$ cat config.mk
export PLATFORM = sky130hd
export DESIGN_NAME = dtl_range_guard
export DESIGN_NICKNAME = d
export VERILOG_FILES = /design/src/gm_pkg.sv /design/src/dtl_range_guard.sv
export SDC_FILE = /design/constraint.sdc
export NUM_CORES = 1
export LEC_CHECK = 0
export BUFFER_PORTS_ARGS = -buffer_cell sky130_fd_sc_hd__clkbuf_2
export CAP_MARGIN = 20
export CORE_AREA = 2 2 85 87
export DETAILED_ROUTE_END_ITERATION = 12
export DIE_AREA = 0 0 87 89
export PLACE_DENSITY = 0.59
export SKIP_LAST_GASP = 1
export SLEW_MARGIN = 20
export SYNTH_ARGS = -nofsm -noshare
export SYNTH_HDL_FRONTEND = slang
export SYNTH_SLANG_ARGS = --single-unit
$ cat constraint.sdc
create_clock -name clk -period 1.1 [get_ports clk]
set_input_delay 0.11 -clock clk [delete_from_list [all_inputs] [get_ports clk]]
set_output_delay 0.11 -clock clk [all_outputs]
set_load 0.01 [all_outputs]
$ cat src/gm_pkg.sv
package gm_pkg;

	// ------------------------------------------------------------------
	// word and address geometry
	// ------------------------------------------------------------------
	localparam int DATA_WIDTH = 32;
	localparam int NUM_ENABLES = DATA_WIDTH / 8;
	localparam int ADDR_WIDTH = 32;

	// 8192 words of global memory
	localparam int MEM_ADDR_WIDTH = 13;
	localparam int MEM_DEPTH = 1 << MEM_ADDR_WIDTH;

	// low address bits that pick a byte inside a word
	localparam int BYTE_OFFSET_WIDTH = 2;

	// highest byte address that maps onto the memory
	localparam int RANGE_HIGH = MEM_DEPTH * NUM_ENABLES - 1;

	// ------------------------------------------------------------------
	// types
	// ------------------------------------------------------------------
	typedef logic [DATA_WIDTH-1:0] word_t;
	typedef logic [NUM_ENABLES-1:0] mask_t;
	typedef logic [ADDR_WIDTH-1:0] addr_t;
	typedef logic [MEM_ADDR_WIDTH-1:0] mem_addr_t;

	// sram controller states
	typedef enum logic [1:0]
	{
		idle,
		wait_write,
		read_mem,
		hold_read
	} ctrl_state_t;

endpackage

$ cat src/dtl_range_guard.sv
module dtl_range_guard
	import gm_pkg::*;
(
	input  logic clk,
	input  logic reset,

	// slave side, toward the port
	input  logic cmd_valid,
	input  logic cmd_read,
	input  addr_t cmd_addr,
	output logic cmd_accept,
	input  logic wr_valid,
	input  mask_t wr_mask,
	input  word_t wr_data,
	output logic wr_accept,
	output logic rd_valid,
	output word_t rd_data,
	input  logic rd_accept,

	// master side, toward the arbiter
	output logic out_cmd_valid,
	output logic out_cmd_read,
	output addr_t out_cmd_addr,
	input  logic out_cmd_accept,
	output logic out_wr_valid,
	output mask_t out_wr_mask,
	output word_t out_wr_data,
	input  logic out_wr_accept,
	input  logic out_rd_valid,
	input  word_t out_rd_data,
	output logic out_rd_accept
);

	logic out_of_range;
	logic err_accept;
	logic drop_wr;
	logic zero_rd;
	logic fwd_busy;
	logic local_busy;
	logic guard_free;

	assign out_of_range = cmd_addr > addr_t'(RANGE_HIGH);
	assign local_busy = drop_wr | zero_rd;
	assign guard_free = !local_busy && !fwd_busy;

	// in-range traffic passes straight through
	assign out_cmd_valid = cmd_valid && !out_of_range && guard_free;
	assign out_cmd_read = cmd_read;
	assign out_cmd_addr = cmd_addr;
	assign out_wr_valid = wr_valid && !drop_wr;
	assign out_wr_mask = wr_mask;
	assign out_wr_data = wr_data;
	assign out_rd_accept = rd_accept && !zero_rd;

	assign cmd_accept = (err_accept && cmd_valid) || (out_cmd_valid && out_cmd_accept);
	assign wr_accept = drop_wr ? wr_valid : out_wr_accept;
	assign rd_valid = zero_rd || out_rd_valid;
	assign rd_data = zero_rd ? '0 : out_rd_data;

	// out-of-range commands are answered here, one cycle late
	always_ff @(posedge clk)
	begin
		if (reset)
		begin
			err_accept <= 1'b0;
			drop_wr <= 1'b0;
			zero_rd <= 1'b0;
			fwd_busy <= 1'b0;
		end
		else
		begin
			err_accept <= cmd_valid && out_of_range && guard_free && !err_accept;
			if (err_accept && cmd_valid)
			begin
				drop_wr <= !cmd_read;
				zero_rd <= cmd_read;
			end
			else
			begin
				if (drop_wr && wr_valid)
					drop_wr <= 1'b0;
				if (zero_rd && rd_accept)
					zero_rd <= 1'b0;
			end
			if (out_cmd_valid && out_cmd_accept)
				fwd_busy <= 1'b1;
			else if ((out_wr_valid && out_wr_accept) || (out_rd_valid && out_rd_accept))
				fwd_busy <= 1'b0;
		end
	end

endmodule

* Yosys cells after proc, flatten, opt, wreduce, memory -nomap -nowiden
Cells that the tools add are included.
** Operators by class
- Multiplexer cells :: 8
- Reduce and logical (&&, ||, !) cells :: 27
- Order comparisons :: 1
- Bitwise gates (word level) :: 1
** Operator list (number)
- $gt A32 B15 Y1 const B :: 1
- $mux W32 :: 1
- $logic_and A1 B1 Y1 :: 14
- $logic_not A1 Y1 :: 7
- $mux W1 :: 7
- $reduce_bool A2 Y1 :: 3
- $logic_or A1 B1 Y1 :: 3
- $or A1 B1 Y1 :: 1
** Storage, ports and cells
- Register bits after elaboration :: 4

* Logic depth before layout (Yosys ltp)
- Depth after elaboration :: 6
- Depth in mapped cells :: 4
- Mapped depth without buffers :: 3

* Worst setup path after synthesis
No wires, ideal clock.
- Path kind :: register -> output
- From :: register zero_rd
- To :: output port out_cmd_valid
- Stages on the path, launching flop included :: 4
- Slack :: -0.258 ns
- Arrival :: 1.248 ns
- Cells stage by stage :: dfxtp_1 buf_6 or4b_4 nor3_1
** On the way
- Word-level cells in the longest chain between the ends :: 4
** Ends and longest elaborated chain
- start: declaration :: line dtl_range_guard.sv:37 : logic zero_rd;
- start signal: assignment :: line dtl_range_guard.sv:76 : zero_rd <= cmd_read;
- $or A1 B1 Y1 :: line dtl_range_guard.sv:43 : assign local_busy = drop_wr | zero_rd;
- $logic_not A1 Y1 :: line dtl_range_guard.sv:44 : assign guard_free = !local_busy && !fwd_busy;
- $logic_and A1 B1 Y1 :: line dtl_range_guard.sv:44
- $logic_and A1 B1 Y1 :: line dtl_range_guard.sv:47 : assign out_cmd_valid = cmd_valid && !out_of_range && guard_free;
- end: declaration :: line dtl_range_guard.sv:21 : output logic out_cmd_valid,
Every way passes these cells.

* Worst setup path in the final report
Same ends and word-level chain as after synthesis.

==> flow_metrics.env <==
export IMPL_holdCritPathClass="input pin to register"
export IMPL_cpLargestDelayFamily="simple AND/OR/NAND/NOR gates"
export IMPL_cts_htree_levels=1
export IMPL_grt_ovfl_total=0
export IMPL_drive_above_1_share=0.751
export IMPL_worst_slack_ns=-0.369
export IMPL_status="complete, but fails checks"
export IMPL_finalCritPeriodShare=1.34
export IMPL_grt_first_pass_wirelength_um=4350
export IMPL_syn_area_um2=1020
export IMPL_finalMaxSlewViolations=0
export IMPL_grtUsageTotal=0.0773
export IMPL_synth_top_area_frac=0.507
export IMPL_dr_pass1_iters=3
export IMPL_violations="setup timing"
export IMPL_min_to="drop_wr"
export IMPL_min_from="reset"
export IMPL_ir_drop_mv=0.258
export IMPL_synth_warnings=0
export IMPL_synthDistinctLibCells=24
export IMPL_netlist_top_cells_area="buf_4, nor2b_1, dfxtp_1"
export IMPL_skew_ns=0.000734
export IMPL_portBuffers=113
export IMPL_die_area_um2=7740
export IMPL_ys_seq_area_frac=0.0784
export IMPL_critical_path_class="register to output pin"
export IMPL_clock_sinks=4
export IMPL_yosys_register_bits=4
export IMPL_yosysTopAreaCell="buf_4"
export IMPL_cts_buffer_depth=2
export IMPL_worst_slew_pin_slew_ns=0.348
export IMPL_worstPathArrival_ns=1.36
export IMPL_min_delay_path_depth=2
export IMPL_powerDensity_nw_per_um2=579
export IMPL_fin_cells=285
export IMPL_diodes=0
export IMPL_cts_hold_buf=0
export IMPL_cts_tree="done"
export IMPL_coreArea_um2=6720
export IMPL_leakagePower_uw=0.000863
export IMPL_reg2reg_to="err_accept"
export IMPL_gp_congestion=0.796
export IMPL_die_x_um=87
export IMPL_hold_viol=0
export IMPL_first_iter_violations=4
export IMPL_clk_pin_slew_worst_paths_ns=0.03
export IMPL_syn_nets=248
export IMPL_grt_pass1_vias=999
export IMPL_period_minus_slack_ns=1.47
export IMPL_final_antenna_net_count=0
export IMPL_dp_hpwl_um=2570
export IMPL_rsz0062_at_grt="true"
export IMPL_cp_required_ns=0.99
export IMPL_p_total_uw=918
export IMPL_fillerInstances=742
export IMPL_vias_per_cell=3.83
export IMPL_root_buffer="clkbuf_8"
export IMPL_ios=216
export IMPL_clock_latency_ns=0.21
export IMPL_vias=1091
export IMPL_end_kind="output pin"
export IMPL_dp_cells=269
export IMPL_antenna_found_initial=0
export IMPL_critPathLaunchType="register"
export IMPL_max_freq_mhz=681
export IMPL_nets=316
export IMPL_relSlewSlack=0.766
export IMPL_routed_wl_um=3410
export IMPL_wl_per_cell_um=12.0
export IMPL_ff2ff_setup_slack_ns=-0.21
export IMPL_syn_avg_cell_area_um2=7.35
export IMPL_rows=30
export IMPL_worstReg2RegStart="zero_rd"
export IMPL_fp_dieH_um=89
export IMPL_tritoncts_num_buffers=3
export IMPL_drc_errors=0
export IMPL_path_buf_inv=1
export IMPL_initial_core_util=0.152
export IMPL_setup_tns_ns=-6.55
export IMPL_r2r_cells=4
export IMPL_cap_violations=0
export IMPL_grt_max_degree=9
export IMPL_cp_cell_sequence="or4b_4 > nor3_4 > buf_2"
export IMPL_areaGrowthSynthToFinish_pct=55.4
export IMPL_netlist_instances=139
export IMPL_slowest_delay_ns=0.54
export IMPL_cpMaxStageDelayCell="or4b_4"
export IMPL_setup_viol=40
export IMPL_crit_path_max_fanout=3
[metrics by stage]
stage / hold slack [ns] / setup WS (ns) / utilization / area (um^2)
after floorplan: 0.179 / -0.119 / - / 1030
after global placement: 0.220 / -0.195 / 0.185 / 1240
after detailed placement: 0.220 / -0.248 / 0.185 / 1240
after CTS: 0.147 / -0.372 / 0.233 / 1570
after global routing: 0.170 / -0.414 / 0.236 / 1590
final: 0.155 / -0.369 / 0.236 / 1590
[cells in the mapped netlist]
| master | n |
|---|---|
| or2_2 | 2 |
| nor3_2 | 1 |
| nor4_1 | 3 |
| nor2_1 | 1 |
| nand2_1 | 2 |
| clkbuf_1 | 3 |
| o21ai_0 | 1 |
| dfxtp_1 | 4 |
| buf_6 | 1 |
| nand2b_1 | 1 |
| mux2_2 | 1 |
| nand4_1 | 2 |
| nor4b_1 | 1 |
| nor3_1 | 2 |
| nor2b_1 | 32 |
| o21ai_1 | 1 |
| and2b_1 | 3 |
| nand3_1 | 2 |
| or4b_4 | 1 |
| nand3b_1 | 2 |
| a21oi_1 | 2 |
| a221o_1 | 1 |
| buf_4 | 69 |
| o21a_1 | 1 |
[final cells by class]
type,instances,area (um^2),area share
sequential,4,85.1,0.0536
timing repair buffer,136,901,0.568
clock buffer,3,41.3,0.0260
multi-input combinational,62,459,0.289
tap,80,100,0.0631
[report_power, final]
| part | switching [uW] | internal (uW) |
|---|---|---|
| logic | 195 | 268 |
| registers | 4.39 | 149 |
| clock network | 69.6 | 233 |
| total | 269 | 649 |
[sequential cells by signal, summed over array words and instances (netlist names)]
name and flops:
zero_rd 1, fwd_busy 1, err_accept 1, drop_wr 1
[cells in the final DEF, fill, tap and decap left out, types with 2 or more instances in the layout]
master and count:
nor2b_1 26, buf_16 4, nand3_1 2, clkbuf_8 4
buf_6 9, o21ai_1 2, nor2b_2 3, a21oi_1 2
buf_2 28, nand4_1 2, and2b_1 3, nor2b_4 3
nand2_1 2, nand3b_1 2, buf_12 2, dfxtp_1 2
nor4_1 3, buf_4 10, clkbuf_2 81
[repair_timing]
action / 4_1_cts / 5_1_grt
pin swaps: 3 / 0
resized for setup: 26 / 40
cloned: 4 / 0
buffers inserted: 10 / 0
endpoints found under the hold margin: 0 / 0
endpoints found under the setup margin: 39 / 41
[logic make-up after synthesis]
group / count (synthesis) / synth area share
buf+inv: 73 / 0.529
flops: 4 / 0.0784
simple gates: 55 / 0.344
compound gates: 6 / 0.0368
mux: 1 / 0.0110
[worst max path at each step]
stage | from | end | slack (ns) | cells after the start
floorplan | zero_rd | err_accept | -0.12 | 4
global route | drop_wr | out_cmd_valid | -0.41 | 3
global placement | cmd_addr[30] | out_cmd_valid | -0.20 | 6
CTS | drop_wr | out_cmd_valid | -0.37 | 3
detailed placement | fwd_busy | cmd_accept | -0.25 | 4
finish | zero_rd | out_cmd_valid | -0.37 | 3
[metal layers]
layer | global-route usage | wire length [um]
met1 | 0.0599 | 1020
met2 | 0.159 | 1880
met3 | 0.0185 | 389
met4 | 0.0625 | 119
met5 | 0 | 0
Note: power is estimated with default switching activity, not from simulation.
