--- src/gm_pkg.sv ---
package gm_pkg;

	// ------------------------------------------------------------------
	// word and address geometry
	// ------------------------------------------------------------------
	localparam int DATA_WIDTH = 32;
	localparam int NUM_ENABLES = DATA_WIDTH / 8;
	localparam int ADDR_WIDTH = 32;

	// 8192 words of global memory
	localparam int MEM_ADDR_WIDTH = 13;
	localparam int MEM_DEPTH = 1 << MEM_ADDR_WIDTH;

	// low address bits that pick a byte inside a word
	localparam int BYTE_OFFSET_WIDTH = 2;

	// highest byte address that maps onto the memory
	localparam int RANGE_HIGH = MEM_DEPTH * NUM_ENABLES - 1;

	// ------------------------------------------------------------------
	// types
	// ------------------------------------------------------------------
	typedef logic [DATA_WIDTH-1:0] word_t;
	typedef logic [NUM_ENABLES-1:0] mask_t;
	typedef logic [ADDR_WIDTH-1:0] addr_t;
	typedef logic [MEM_ADDR_WIDTH-1:0] mem_addr_t;

	// sram controller states
	typedef enum logic [1:0]
	{
		idle,
		wait_write,
		read_mem,
		hold_read
	} ctrl_state_t;

endpackage

--- src/dtl_arbiter.sv ---
module dtl_arbiter
	import gm_pkg::*;
(
	input  logic clk,
	input  logic reset,

	// slave 0
	input  logic s0_cmd_valid,
	input  logic s0_cmd_read,
	input  addr_t s0_cmd_addr,
	output logic s0_cmd_accept,
	input  logic s0_wr_valid,
	input  mask_t s0_wr_mask,
	input  word_t s0_wr_data,
	output logic s0_wr_accept,
	output logic s0_rd_valid,
	output word_t s0_rd_data,
	input  logic s0_rd_accept,

	// slave 1
	input  logic s1_cmd_valid,
	input  logic s1_cmd_read,
	input  addr_t s1_cmd_addr,
	output logic s1_cmd_accept,
	input  logic s1_wr_valid,
	input  mask_t s1_wr_mask,
	input  word_t s1_wr_data,
	output logic s1_wr_accept,
	output logic s1_rd_valid,
	output word_t s1_rd_data,
	input  logic s1_rd_accept,

	// merged master
	output logic m_cmd_valid,
	output logic m_cmd_read,
	output addr_t m_cmd_addr,
	input  logic m_cmd_accept,
	output logic m_wr_valid,
	output mask_t m_wr_mask,
	output word_t m_wr_data,
	input  logic m_wr_accept,
	input  logic m_rd_valid,
	input  word_t m_rd_data,
	output logic m_rd_accept
);

	logic busy;
	logic grant;
	logic rr_ptr;
	logic sel;
	logic cur;
	logic done;

	// round robin pick, only looked at while the bus is free
	assign sel = (s0_cmd_valid && s1_cmd_valid) ? rr_ptr : s1_cmd_valid;
	assign cur = busy ? grant : sel;

	assign m_cmd_valid = !busy && (s0_cmd_valid || s1_cmd_valid);
	assign m_cmd_read = cur ? s1_cmd_read : s0_cmd_read;
	assign m_cmd_addr = cur ? s1_cmd_addr : s0_cmd_addr;
	assign m_wr_valid = busy && (cur ? s1_wr_valid : s0_wr_valid);
	assign m_wr_mask = cur ? s1_wr_mask : s0_wr_mask;
	assign m_wr_data = cur ? s1_wr_data : s0_wr_data;
	assign m_rd_accept = busy && (cur ? s1_rd_accept : s0_rd_accept);

	// answers go back to the granted side only
	assign s0_cmd_accept = m_cmd_valid && m_cmd_accept && !cur;
	assign s1_cmd_accept = m_cmd_valid && m_cmd_accept && cur;
	assign s0_wr_accept = m_wr_valid && m_wr_accept && !cur;
	assign s1_wr_accept = m_wr_valid && m_wr_accept && cur;
	assign s0_rd_valid = busy && m_rd_valid && !cur;
	assign s1_rd_valid = busy && m_rd_valid && cur;
	assign s0_rd_data = m_rd_data;
	assign s1_rd_data = m_rd_data;

	assign done = (m_wr_valid && m_wr_accept) || (m_rd_valid && m_rd_accept);

	always_ff @(posedge clk)
	begin
		if (reset)
		begin
			busy <= 1'b0;
			grant <= 1'b0;
			rr_ptr <= 1'b0;
		end
		else if (m_cmd_valid && m_cmd_accept)
		begin
			busy <= 1'b1;
			grant <= sel;
			rr_ptr <= !sel;
		end
		else if (done)
			busy <= 1'b0;
	end

endmodule

--- config.mk ---
export PLATFORM = sky130hd
export DESIGN_NAME = dtl_arbiter
export DESIGN_NICKNAME = d
export VERILOG_FILES = /design/src/gm_pkg.sv /design/src/dtl_arbiter.sv
export SDC_FILE = /design/constraint.sdc
export NUM_CORES = 1
export LEC_CHECK = 0
export BUFFER_PORTS_ARGS = -buffer_cell sky130_fd_sc_hd__buf_2
export CAP_MARGIN = 20
export CORE_AREA = 2 2 125 127
export CTS_CLUSTER_DIAMETER = 30
export DETAILED_ROUTE_END_ITERATION = 7
export DIE_AREA = 0 0 127 129
export GPL_ROUTABILITY_DRIVEN = 0
export PLACE_DENSITY_LB_ADDON = 0.2
export SLEW_MARGIN = 20
export SYNTH_ARGS = -nofsm -noshare
export SYNTH_HDL_FRONTEND = slang
export SYNTH_SLANG_ARGS = --single-unit
--- constraint.sdc ---
create_clock -name clk -period 1.3 [get_ports clk]
set_input_delay 0.065 -clock clk [delete_from_list [all_inputs] [get_ports clk]]
set_output_delay 0.065 -clock clk [all_outputs]
set_load 0.03 [all_outputs]
# Yosys cells after proc, flatten, opt, wreduce, memory -nomap -nowiden
# Cells that the tools add are included.
# classes
muxes	10
reduce_logical	20
# op_table
operator	n
$mux W32	2
$logic_and A1 B1 Y1	14
$mux W1	7
$mux W4	1
$logic_not A1 Y1	3
$logic_or A1 B1 Y1	2
$reduce_bool A2 Y1	1
# word_totals
reg_bits	3
input_bits	181
out_inout_bits	142
elab_cells	33

# Depth between registers and ports, before layout
# depth
word_depth	9
ltp_mapped	5
ltp_nobuf	5

# Least setup slack after synthesis
# Ideal clock, no wire load.
# synth_timing
path_kind	reg2out
startpoint	register grant
endpoint	output port s0_wr_accept
arrival_ns	1.769
required_ns	1.235
path_slack_ns	-0.534
stages_incl_launch_ff	4
path_buffers	0
cell_sequence	dfxtp_1 > mux2i_1 > nor2b_1 > nor3b_1
# synth_via
elab_chain_cells	5
word_cells_on_any_way	6
classes_between	mux: 2; reduce/logical: 4
# synth_rtl
element	line	text
from (decl)	dtl_arbiter.sv:48	logic grant;
from (signal assigned)	dtl_arbiter.sv:89	grant <= sel;
$mux W1	dtl_arbiter.sv:56	assign cur = busy ? grant : sel;
$mux W1	dtl_arbiter.sv:61	assign m_wr_valid = busy && (cur ? s1_wr_valid : s0_wr_valid);
$logic_and A1 B1 Y1	dtl_arbiter.sv:61	
via m_wr_valid	dtl_arbiter.sv:38	output logic m_wr_valid,
$logic_and A1 B1 Y1 (2 in a row)	dtl_arbiter.sv:69	assign s0_wr_accept = m_wr_valid && m_wr_accept && !cur;
to (decl)	dtl_arbiter.sv:15	output logic s0_wr_accept,
# The timed path passes the listed nets, and every way through them passes these cells.

# Worst setup path in the final report
# layout_timing
startpoint	register busy
endpoint	output port m_cmd_addr[7]
# layout_via
elab_chain_cells	2
# layout_rtl
element	line	text
from (decl)	dtl_arbiter.sv:47	logic busy;
from (signal assigned)	dtl_arbiter.sv:82	busy <= 1'b0;
from (signal assigned)	dtl_arbiter.sv:88	busy <= 1'b1;
from (signal assigned)	dtl_arbiter.sv:93	busy <= 1'b0;
$mux W1	dtl_arbiter.sv:56	
$mux W32	dtl_arbiter.sv:60	assign m_cmd_addr = cur ? s1_cmd_addr : s0_cmd_addr;
to (decl)	dtl_arbiter.sv:36	output addr_t m_cmd_addr,
# Every way passes these cells.

==> metrics.md <==
| Metric | Value |
|---|---|
| Clk pwr share | 19.3% |
| Peak supply drop | 0.282 mV |
| Post-synth top area share | 49.1% |
| CP Launch Type | flip-flop |
| Critical Path Fanout Max | 17 |
| Sequential share of the synthesized area | 3.79% |
| First-pass GRT wire length | 9800 um |
| Diodes inserted | 0 |
| Worst Setup End Kind | primary output |
| Residual DRC | 0 |
| Largest net degree at the start of global routing | 21 |
| Num Clock Sinks | 3 |
| Critical Path Max Stage Delay | 360 ps |
| IO Pins | 323 |
| Row count | 45 |
| Initial core utilization | 10.6% |
| Vias/cell | 3.50 |
| Sw Pwr | 1.04 mW |
| R2R Setup Slk | -10 ps |
| Cell Pwr Density | 787 mW/mm^2 |
| Die span in x | 127 um |
| Data required, critical path | 1240 ps |
| Worst path bufs/invs | 3 |
| Fin nets | 530 |
| Vias in the first global route | 1740 |
| Cell taking the most area after synthesis | mux2_2 |
| Clk_lat worst skew | 220 ps |
| # setup viols final | 73 |
| Initial antenna violation count | 0 |
| Post-layout util | 21.6% |
| Routed Antenna Nets | 0 |
| Synthesis Warnings | 0 |
| CTS buffer count | 3 |
| Gr ovfl total | 0 |
| Most common cell on crit path | buf_4 |
| CP Class | reg -> out |
| Int Power | 1.51 mW |
| Slew Limit Fails | 0 |
| CTS tree | built |
| Dpl cells | 520 |
| Clock buffer depth | 2 |
| Cell Area, Placed | 0.00254 sq mm |
| Max Cap Violations | 0 |
| Synth Register Bits | 3 |
| Area Growth Syn to Fin | 104% |
| Combinational Power Share | 76.4% |
| Area contributors post-synth | mux2_2 (49%), buf_4 (30%), buf_6 (5.0%), dfxtp_1 (3.8%), nor2b_1 (2.0%) |
| Arrival @ worst endpoint | 1700 ps |
| Area of the mapped netlist | 0.00158 sq mm |
| Clock-pin slew on the worst setup and hold paths | 30 ps |
| Core area | 0.0150 sq mm |
| Crit-path slowest cell | mux2_2 |
| Final Non-Filler Cells | 536 |
| HPWL Detailed | 6180 um |
| Root buffer cell | clkbuf_16 |
| Fin Clk Skew | 1.14 ps |
| Seq pwr share | 4.3% |
| Sw frac | 40.7% |
| Share of layout cells above drive strength 1 | 95.4% |
| Pwr Total | 2.55 mW |
| Worst Hold Class | in -> reg |
| Status | finished with violations |
| Synth unique cells | 21 |
| Die area | 0.0164 sq mm |
| Worst-Margin Slew | 200 ps |
| Slew HR | 86.5% |
| LEAKAGE | 1.68 nW |
| CP Cell Sequence | nand2b_4 > o21ai_4 > buf_4 > buf_12 > mux2_2 > buf_4 |
| DRT iter0 DRCs | 15 |
| Crit path time final | 1770 ps |
| # port buffers | 226 |
| H-tree levels | 1 |
| Die Ht | 129 um |
| Crit-path leading delay family | buffers and inverters |
| Max Clock Freq | 567 MHz |
| Post-Route WL | 7910 um |
| Drt pass-1 iters | 2 |
| Via Count | 1878 |
| Cell count after synthesis | 170 |
| Avg Cell Area, Syn | 9.32 sq um |
| Final worst slack | -465 ps |
| Gr usage total | 7.91% |
| Syn_nets | 351 |
| DR WL/cell | 14.8 um |
| Post-route cell area | 0.00324 sq mm |
| Final Cycle Share | 136% |
| Hold Fails Final Rpt | 0 |
| RSZ-0062 raised after global routing | true |
| Pre-CTS WS | -237 ps |
| Failing checks | negative setup slack |
[cells by family (layout without fill, tap and decap cells)]
logic type      Yosys count  in the layout  synth area share (%)
buf+inv                  74            252                  36.0
mux                      71             71                  50.3
simple gates             15             15                  5.69
compound gates            7              7                  4.19
flops                     3              3                  3.79
[power groups by stage]
stage | clock network, mW | registers, mW | logic (mW)
2_1_floorplan | 0 | 0.111 | 1.38
3_3_place_gp | 0 | 0.109 | 1.49
3_5_place_dp | 0 | 0.109 | 1.49
4_1_cts | 0.499 | 0.108 | 1.77
5_1_grt | 0.506 | 0.111 | 2.04
6_report | 0.493 | 0.109 | 1.94
[synth_stat cells (all sizes together)]
cell,n
buf,71
mux2,69
nor2b,5
nand2,4
dfxtp,3
inv,3
and3,2
mux2i,2
o21ai,2
a211oi,1
a21oi,1
nand2b,1
nor2,1
nor3b,1
o21ba,1
o221a,1
o22ai,1
or2,1
[layout make-up]
| class | instances | area [sq um] |
|---|---|---|
| fill | 1671 | 11700 |
| timing repair buffer | 245 | 1730 |
| clock buffer | 4 | 78.8 |
| multi-input combinational | 93 | 1120 |
| inverter | 3 | 11.3 |
| sequential | 3 | 62.6 |
| tap | 188 | 235 |
[path summary, 6_finish.rpt]
| check | cells after the start | end | start |
|---|---|---|---|
| worst min register to register | 2 | rr_ptr | rr_ptr |
| worst max-delay path | 6 | m_cmd_addr[7] | busy |
| worst min-delay path | 2 | rr_ptr | reset |
| worst max register to register | 7 | grant | busy |
[per-layer routing]
layer,track usage (%),vias to the layer above,part of all wire (%)
met5,0,-,0
li1,-,882,-
met4,4.72,0,4.1
met3,0.998,34,7.9
met2,15.3,128,53
met1,8.13,834,35
[stage by stage]
step | setup TNS (ps) | hold slack (ps)
2_1_floorplan | -7110 | 130
3_3_place_gp | -12700 | 130
3_5_place_dp | -14380 | 130
4_1_cts | -30210 | 51.1
5_1_grt | -34090 | 72.3
6_report | -29760 | 66.8
[flip-flops by register name (all words and copies together), names as in the netlist]
name,cells
rr_ptr,1
busy,1
grant,1
[placed cells by master (no fill, tap or decap), drive strengths merged, types with 2 or more instances in the layout]
cell type  synthesis  final
buf               71    242
mux2i              2      2
clkbuf             0      7
o21ai              2      2
dfxtp              3      3
inv                3      3
nand2              4      4
mux2              69     69
and3               2      2
nor2b              5      5
[what timing repair did]
| item | 4_1_cts | 5_1_grt |
|---|---|---|
| setup endpoints to repair | 74 | 76 |
| gates resized for setup | 83 | 68 |
| pin swaps | 0 | 1 |
| buffers inserted | 5 | 0 |
| gates cloned | 3 | 4 |
| hold buffers | 0 | 0 |
(Power assumes the default switching activity.)
