`src/gm_pkg.sv`:
```
package gm_pkg;

	// ------------------------------------------------------------------
	// word and address geometry
	// ------------------------------------------------------------------
	localparam int DATA_WIDTH = 32;
	localparam int NUM_ENABLES = DATA_WIDTH / 8;
	localparam int ADDR_WIDTH = 32;

	// 8192 words of global memory
	localparam int MEM_ADDR_WIDTH = 13;
	localparam int MEM_DEPTH = 1 << MEM_ADDR_WIDTH;

	// low address bits that pick a byte inside a word
	localparam int BYTE_OFFSET_WIDTH = 2;

	// highest byte address that maps onto the memory
	localparam int RANGE_HIGH = MEM_DEPTH * NUM_ENABLES - 1;

	// ------------------------------------------------------------------
	// types
	// ------------------------------------------------------------------
	typedef logic [DATA_WIDTH-1:0] word_t;
	typedef logic [NUM_ENABLES-1:0] mask_t;
	typedef logic [ADDR_WIDTH-1:0] addr_t;
	typedef logic [MEM_ADDR_WIDTH-1:0] mem_addr_t;

	// sram controller states
	typedef enum logic [1:0]
	{
		idle,
		wait_write,
		read_mem,
		hold_read
	} ctrl_state_t;

endpackage

```
`src/dtl_sram_ctrl.sv`:
```
module dtl_sram_ctrl
	import gm_pkg::*;
(
	input  logic clk,
	input  logic reset,

	// merged slave port
	input  logic cmd_valid,
	input  logic cmd_read,
	input  addr_t cmd_addr,
	output logic cmd_accept,
	input  logic wr_valid,
	input  mask_t wr_mask,
	input  word_t wr_data,
	output logic wr_accept,
	output logic rd_valid,
	output word_t rd_data,
	input  logic rd_accept,

	// ram side
	output mem_addr_t ram_addr,
	output mask_t ram_wbe,
	output word_t ram_wr_data,
	input  word_t ram_rd_data
);

	ctrl_state_t state;
	mem_addr_t addr_q;
	mem_addr_t cmd_index;
	word_t rd_hold;

	// word index, byte offset dropped
	assign cmd_index = cmd_addr[BYTE_OFFSET_WIDTH +: MEM_ADDR_WIDTH];

	// ------------------------------------------------------------------
	// handshake outputs
	// ------------------------------------------------------------------
	assign cmd_accept = (state == idle) && cmd_valid;
	assign wr_accept = (state == wait_write) && wr_valid;
	assign rd_valid = (state == hold_read);
	assign rd_data = rd_hold;

	// ------------------------------------------------------------------
	// ram drive
	// ------------------------------------------------------------------
	// the read address is presented while the command is accepted
	assign ram_addr = (state == idle) ? cmd_index : addr_q;
	assign ram_wbe = wr_accept ? wr_mask : '0;
	assign ram_wr_data = wr_data;

	always_ff @(posedge clk)
	begin
		if (reset)
			state <= idle;
		else
		begin
			case (state)
				idle:
				begin
					if (cmd_valid)
						state <= cmd_read ? read_mem : wait_write;
				end
				wait_write:
				begin
					if (wr_valid)
						state <= idle;
				end
				read_mem:
					state <= hold_read;
				hold_read:
				begin
					if (rd_accept)
						state <= idle;
				end
				default:
					state <= idle;
			endcase
		end
	end

	always_ff @(posedge clk)
	begin
		if (cmd_accept)
			addr_q <= cmd_index;
		// ram output is ready one cycle after the address
		if (state == read_mem)
			rd_hold <= ram_rd_data;
	end

endmodule

```
`config.mk`:
```
export PLATFORM = sky130hd
export DESIGN_NAME = dtl_sram_ctrl
export DESIGN_NICKNAME = d
export VERILOG_FILES = /design/src/gm_pkg.sv /design/src/dtl_sram_ctrl.sv
export SDC_FILE = /design/constraint.sdc
export NUM_CORES = 1
export LEC_CHECK = 0
export BUFFER_PORTS_ARGS = -buffer_cell sky130_fd_sc_hd__clkbuf_2
export CORE_MARGIN = 5
export CORE_UTILIZATION = 32
export DETAILED_ROUTE_END_ITERATION = 6
export PLACE_DENSITY = 0.73
export SKIP_CTS_REPAIR_TIMING = 1
export SYNTH_ARGS = -nofsm -noshare
export SYNTH_HDL_FRONTEND = slang
export SYNTH_SLANG_ARGS = --single-unit
```
`constraint.sdc`:
```
create_clock -name clk -period 2.8 [get_ports clk]
set_clock_uncertainty 0.05 [all_clocks]
set_input_delay 0.28 -clock clk [delete_from_list [all_inputs] [get_ports clk]]
set_output_delay 0.28 -clock clk [all_outputs]
set_load 0.005 [all_outputs]
```
* Word level (Yosys, flattened, before mapping)
Index checks and enable logic that the tools add are counted.
Cells by class: equality and inequality tests 6, mux-type cells 7, reduce and logical (&&, ||, !) cells 4
Operators with widths (count):
- 13-bit 2-to-1 mux | 1
- 2-bit 2-to-1 mux | 4
- 2-bit case mux with 4 select lines | 1
- 2-bit == test, second input constant | 2
- 4-bit 2-to-1 mux | 1
- 2-bit inequality test, second input constant | 2
- 3-bit AND reduction | 1
- 2-bit by 1-bit == test with 1-bit output, second input constant | 1
- 1-bit logical AND | 2
- 2-bit logical NOT | 1
- 2-bit by 1-bit inequality test with 1-bit output, second input constant | 1
Storage, ports and cells: register bits 47, input bits 106, output and inout bits 84, word-level logic and storage cells 20

* Longest topological paths before layout
Gate-level depths: netlist (run 1).
depth after elaboration 3, depth in mapped cells 3

* Least setup slack after synthesis (run 1)
No wires, ideal clock.
kind reg-to-reg, start point reg state[0], end point reg rd_hold[0], in the netlist rd_data[0], enable pin, arrival 1210 ps, slack 1151 ps, cell stages (with the launch flop) 2, path buffers 0, cells stage by stage dfxtp_1 -> and2b_1
Between the ends: word-level cells in the longest chain between the ends 1
Ends and longest elaborated chain:
- start, declared | line dtl_sram_ctrl.sv:27 | ctrl_state_t state;
- start signal, assigned | line dtl_sram_ctrl.sv:54 | state <= idle;
- start signal, assigned | line dtl_sram_ctrl.sv:61 | state <= cmd_read ? read_mem : wait_write;
- start signal, assigned | line dtl_sram_ctrl.sv:66 | state <= idle;
- 2-bit == test | line dtl_sram_ctrl.sv:86 | if (state == read_mem)
- end signal, assigned | line dtl_sram_ctrl.sv:87 | rd_hold <= ram_rd_data;
- end, declared | line dtl_sram_ctrl.sv:30 | word_t rd_hold;
Every way passes these cells. A chain may end at the register's enable or synchronous reset.

* Worst setup path in the final report (run 1)
start point reg state[0], end point out cmd_accept
Between the ends: word-level cells in the longest chain between the ends 2
Ends and longest elaborated chain:
- 2-bit logical NOT | line dtl_sram_ctrl.sv:38 | assign cmd_accept = (state == idle) && cmd_valid;
- 1-bit logical AND | line dtl_sram_ctrl.sv:38
- end, declared | line dtl_sram_ctrl.sv:11 | output logic cmd_accept,
Every way passes these cells.

==> results of run 1 <==
[worst paths after layout]
kind              startpoint    endpoint  depth (start not counted)
setup / recovery    state[0]  cmd_accept                          3
hold / removal         reset    state[1]                          2
setup reg to reg    state[0]   addr_q[8]                          3
hold reg to reg     state[1]    state[0]                          1
[metrics by stage]
step	utilization	cell area, µm²	power, mW	hold WS (ns)	setup WS (ns)
after detailed placement	0.393	2330	1.03	0.407	0.888
final	0.408	2420	1.42	0.0983	0.708
after global placement	0.393	2330	1.03	0.408	0.929
after CTS	0.408	2420	1.46	0.0831	0.631
after floorplan	-	1940	0.969	0.299	1.15
after global routing	0.408	2420	1.50	0.0817	0.541
[cells in the final DEF (no fill, tap or decap), drive strengths merged]
| cell | synthesis | routed |
|---|---|---|
| a21bo | 1 | 1 |
| a21oi | 1 | 1 |
| a31oi | 1 | 1 |
| and2 | 6 | 6 |
| and2b | 1 | 1 |
| and3b | 1 | 1 |
| buf | 33 | 2 |
| clkbuf | 0 | 111 |
| clkinv | 0 | 2 |
| dfxtp | 2 | 2 |
| edfxtp | 45 | 45 |
| inv | 0 | 1 |
| mux2 | 13 | 13 |
| nand3b | 1 | 1 |
| nor2 | 1 | 1 |
| nor2b | 1 | 1 |
| nor3b | 1 | 1 |
| o31a | 1 | 1 |
[cell families (layout without fill, tap and decap cells)]
group / Yosys count / in the layout / synth area share
mux: 13 / 13 / 0.0929
simple gates: 12 / 12 / 0.0445
buf+inv: 33 / 116 / 0.130
compound gates: 4 / 4 / 0.0155
flops: 47 / 47 / 0.717
[state kept, by name, summed over array words and instances (netlist names)]
name	flops
state	2
rd_data	32
addr_q	13
[power by group]
group          switching, mW  internal, mW  leakage, nW
clock network          0.233         0.179       0.0485
registers             0.0140         0.817        0.434
logic                 0.0787         0.102        0.596
total                  0.326          1.10         1.08
[critical path, delay by kind of cell (launching register included)]
kind,cells,cell delay [ns]
and+or+nand+nor,2,0.88
DFF,1,0.40
buffers and inverters,1,0.19
[layout make-up]
cell class	instances	area [µm²]	area share
well taps	75	93.8	0.0388
flip-flops and latches	47	1390	0.575
multi-input cells	29	297	0.123
clock buffers	5	68.8	0.0285
repair buffers	108	546	0.226
clock inverters	3	22.5	0.00931
[metal layers]
metal,GRT usage,vias up,part of all wire
li1,-,528,-
met2,0.204,65,0.55
met3,0.0310,20,0.083
met5,0,-,0
met1,0.107,550,0.33
met4,0.0711,0,0.036
==> run metrics, run 1 <==
Peak Freq=478 MHz; Leakage=1.08 nW; initial DRC count=31; antenna viol nets, final=0; Avg Inst Size Synth=17.8 µm²; Final Max Slew Viols=0; Synth cell types=17; Post-synth top cells=edfxtp_1 (45), buf_4 (32), mux2_4 (9); Synth area leader=edfxtp_1; RD Place Congestion=0.747; via count=1163; setup TNS=0 ns; Tcrit/Tclk final=0.747; vias in the first global route=1251; CP max FO=14; maximum VDD drop=0.000217 V; initial core utilization=0.328; initial antenna violation count=0; die area=7720 µm²; clock slew at reported path FFs=0.09 ns; Routed WL=4150 µm; clock latency on the worst-skew pair=0.30 ns; Worst Path Arrival=1.76 ns; Max-Cap Viols=0; nets@finish=297; dpl cells=259; Die W=87.9 µm; final hold violation count=0; Num Clock Sinks=47; Critical Path Source Type=flop; row cnt=28; die height=87.9 µm; Max clock buf depth=2; clock period minus worst slack=2.09 ns; DR vias/cell=4.36; Worst slew margin=0.653; Final Non-Filler Cells=267; HPWL after detailed placement=3300 µm; Area growth, synth to finish=24.7%; Primary FF master, synth=edfxtp_1; gr usage total=0.111; main area contributors after synthesis=edfxtp_1 (70%), buf_4 (12%), mux2_4 (7.0%); Mapped Nets=215; Power Dens Cells=589 nW/µm²; CTS tree=done; total grt overflow=0; #FFs+latches synth=47; Wirelength per Cell=15.6 µm; first-pass GRT wire length=6240 µm; PortBufs=106; Root Buffer=clkbuf_8; asr flop ratio synth=0; Netlist Area Pre-Place=1940 µm²; Yosys warning count=0; Cell Chain, Critical Path=nor2_4 -> and2_1 -> clkbuf_2; Synth top area share=0.697; register area share after synthesis=0.717; CP max-delay cell=nor2_4; Post-synth EDFFs=45; ratio of cells with drive above 1 in the final layout=0.682; R2R setup slack=0.95 ns; # fillers=555; Setup CP Type=flop to output port; Num CTS Buffers=5; largest net degree at the start of global routing=33; RSZ-0062 raised after global routing=no; n_diodes=0; # setup viols final=0; most common cell in the netlist=edfxtp_1; CP endpoint kind=output port; status=complete, no violations; DR pass1 iterations=4; IO Pins=190; DRC violations left=0; Mapped Cells=109; Hold WC Path Type=input pin to flop; Largest stage delay, worst path=0.44 ns; Least-Margin Pin Slew=0.519 ns; worst path required time=2.47 ns; core area=5920 µm²; H-tree depth=2
No activity file was read; power rests on OpenSTA's default activity.
==> run 2: changes to the inputs <==
==> constraint.sdc (replaced) <==
create_clock -name clk -period 2 [get_ports clk]
set_clock_uncertainty 0.05 [all_clocks]
set_input_delay 0.2 -clock clk [delete_from_list [all_inputs] [get_ports clk]]
set_output_delay 0.2 -clock clk [all_outputs]
set_load 0.005 [all_outputs]
==> run 2 against run 1 <==
Net effect: worst setup slack worse by 0.48 ns; register-to-register slack worse by 0.35 ns; critical endpoint is now ram_addr[3]; non-clock buffer count is 8 higher; highest routed layer unchanged; via count is 0.86% lower; largest power group unchanged.
==> run metrics, run 2 (synthesized netlist as in run 1, its figures left out) <==
status=complete, no violations; row cnt=28; total grt overflow=0; Least-Margin Pin Slew=0.406 ns; clock slew at reported path FFs=0.09 ns; post-route cell area=2490 µm²; max reg flops=32; initial core utilization=0.328; CP max-delay cell=dfxtp_1; maximum VDD drop=0.000359 V; Power Dens Cells=811 nW/µm²; Cell Chain, Critical Path=nor2_4 -> buf_4 -> mux2_4 -> clkbuf_2; Num CTS Buffers=5; CTS tree=done; # setup viols final=0; RSZ-0062 raised after global routing=no; Design Power=2.02 mW; n_diodes=0; initial DRC count=20; RD Place Congestion=0.746; largest net degree at the start of global routing=33; Die W=87.9 µm; via count=1153; Setup WS post-layout=0.231 ns; Peak Freq=565 MHz; die area=7720 µm²; Num Clock Sinks=47; nets@finish=305; Setup CP Type=flop to output port; gr usage total=0.109; Leakage=1.11 nW; worst path required time=1.75 ns; fin util=0.420; Wirelength per Cell=15.1 µm; HPWL after detailed placement=3250 µm; setup TNS=0 ns; core area=5920 µm²; Placed Area=2330 µm²; Max clock buf depth=2; most common cell after layout, fill and taps aside=clkbuf_2; IO Pins=190; DR vias/cell=4.19; Tcrit/Tclk final=0.884; vias in the first global route=1197; initial antenna violation count=0; Routed WL=4150 µm; CP max FO=9; antenna viol nets, final=0; Final Non-Filler Cells=275; final hold violation count=0; H-tree depth=2; # fillers=562; Worst Path Arrival=1.52 ns; clock period minus worst slack=1.77 ns; DR pass1 iterations=4; die height=87.9 µm; Hold WS=0.0218 ns; Buf/Inv on CP=2; dpl cells=260; Largest stage delay, worst path=0.41 ns; Max-Cap Viols=0; Hold WC Path Type=input pin to flop; Root Buffer=clkbuf_8; Area growth, synth to finish=28.2%; ratio of cells with drive above 1 in the final layout=0.680; most frequent cells in the layout=clkbuf_2 (106), edfxtp_1 (45), mux2_4 (9); Worst slew margin=0.729; clock latency on the worst-skew pair=0.29 ns; DRC violations left=0; PortBufs=106; Final Max Slew Viols=0; first-pass GRT wire length=6180 µm; CP endpoint kind=output port; top cell family by delay on the critical path=flip-flops; dpl ws=0.384 ns; Critical Path Source Type=flop
==> run 2: report_power, final <==
group | internal, mW | total (mW) | switching, mW
logic | 0.163 | 0.278 | 0.115
registers | 1.14 | 1.16 | 0.0200
clock network | 0.251 | 0.574 | 0.324
total | 1.56 | 2.02 | 0.458
==> run 2: final cells by class <==
type,count,area [µm²],area share
Multi-Input combinational cell,29,297,0.119
Sequential cell,47,1390,0.560
Tap cell,75,93.8,0.0377
Clock inverter,3,22.5,0.00906
Timing Repair Buffer,116,613,0.247
Clock buffer,5,68.8,0.0277
==> run 2: final timing paths <==
path                                startpoint     endpoint  slack [ns]  cells after the start
worst max-delay path                  state[0]  ram_addr[3]        0.23                      4
worst min-delay path            ram_rd_data[0]   rd_data[0]        0.02                      1
worst max register to register        state[0]  rd_data[26]        0.60                      2
worst min register to register        state[1]     state[0]        0.60                      1
==> run 2: metal layers <==
layer / part of all wire / global-route usage
met5: 0 / 0
met4: 0.031 / 0.0544
met3: 0.086 / 0.0414
met2: 0.53 / 0.186
met1: 0.36 / 0.117
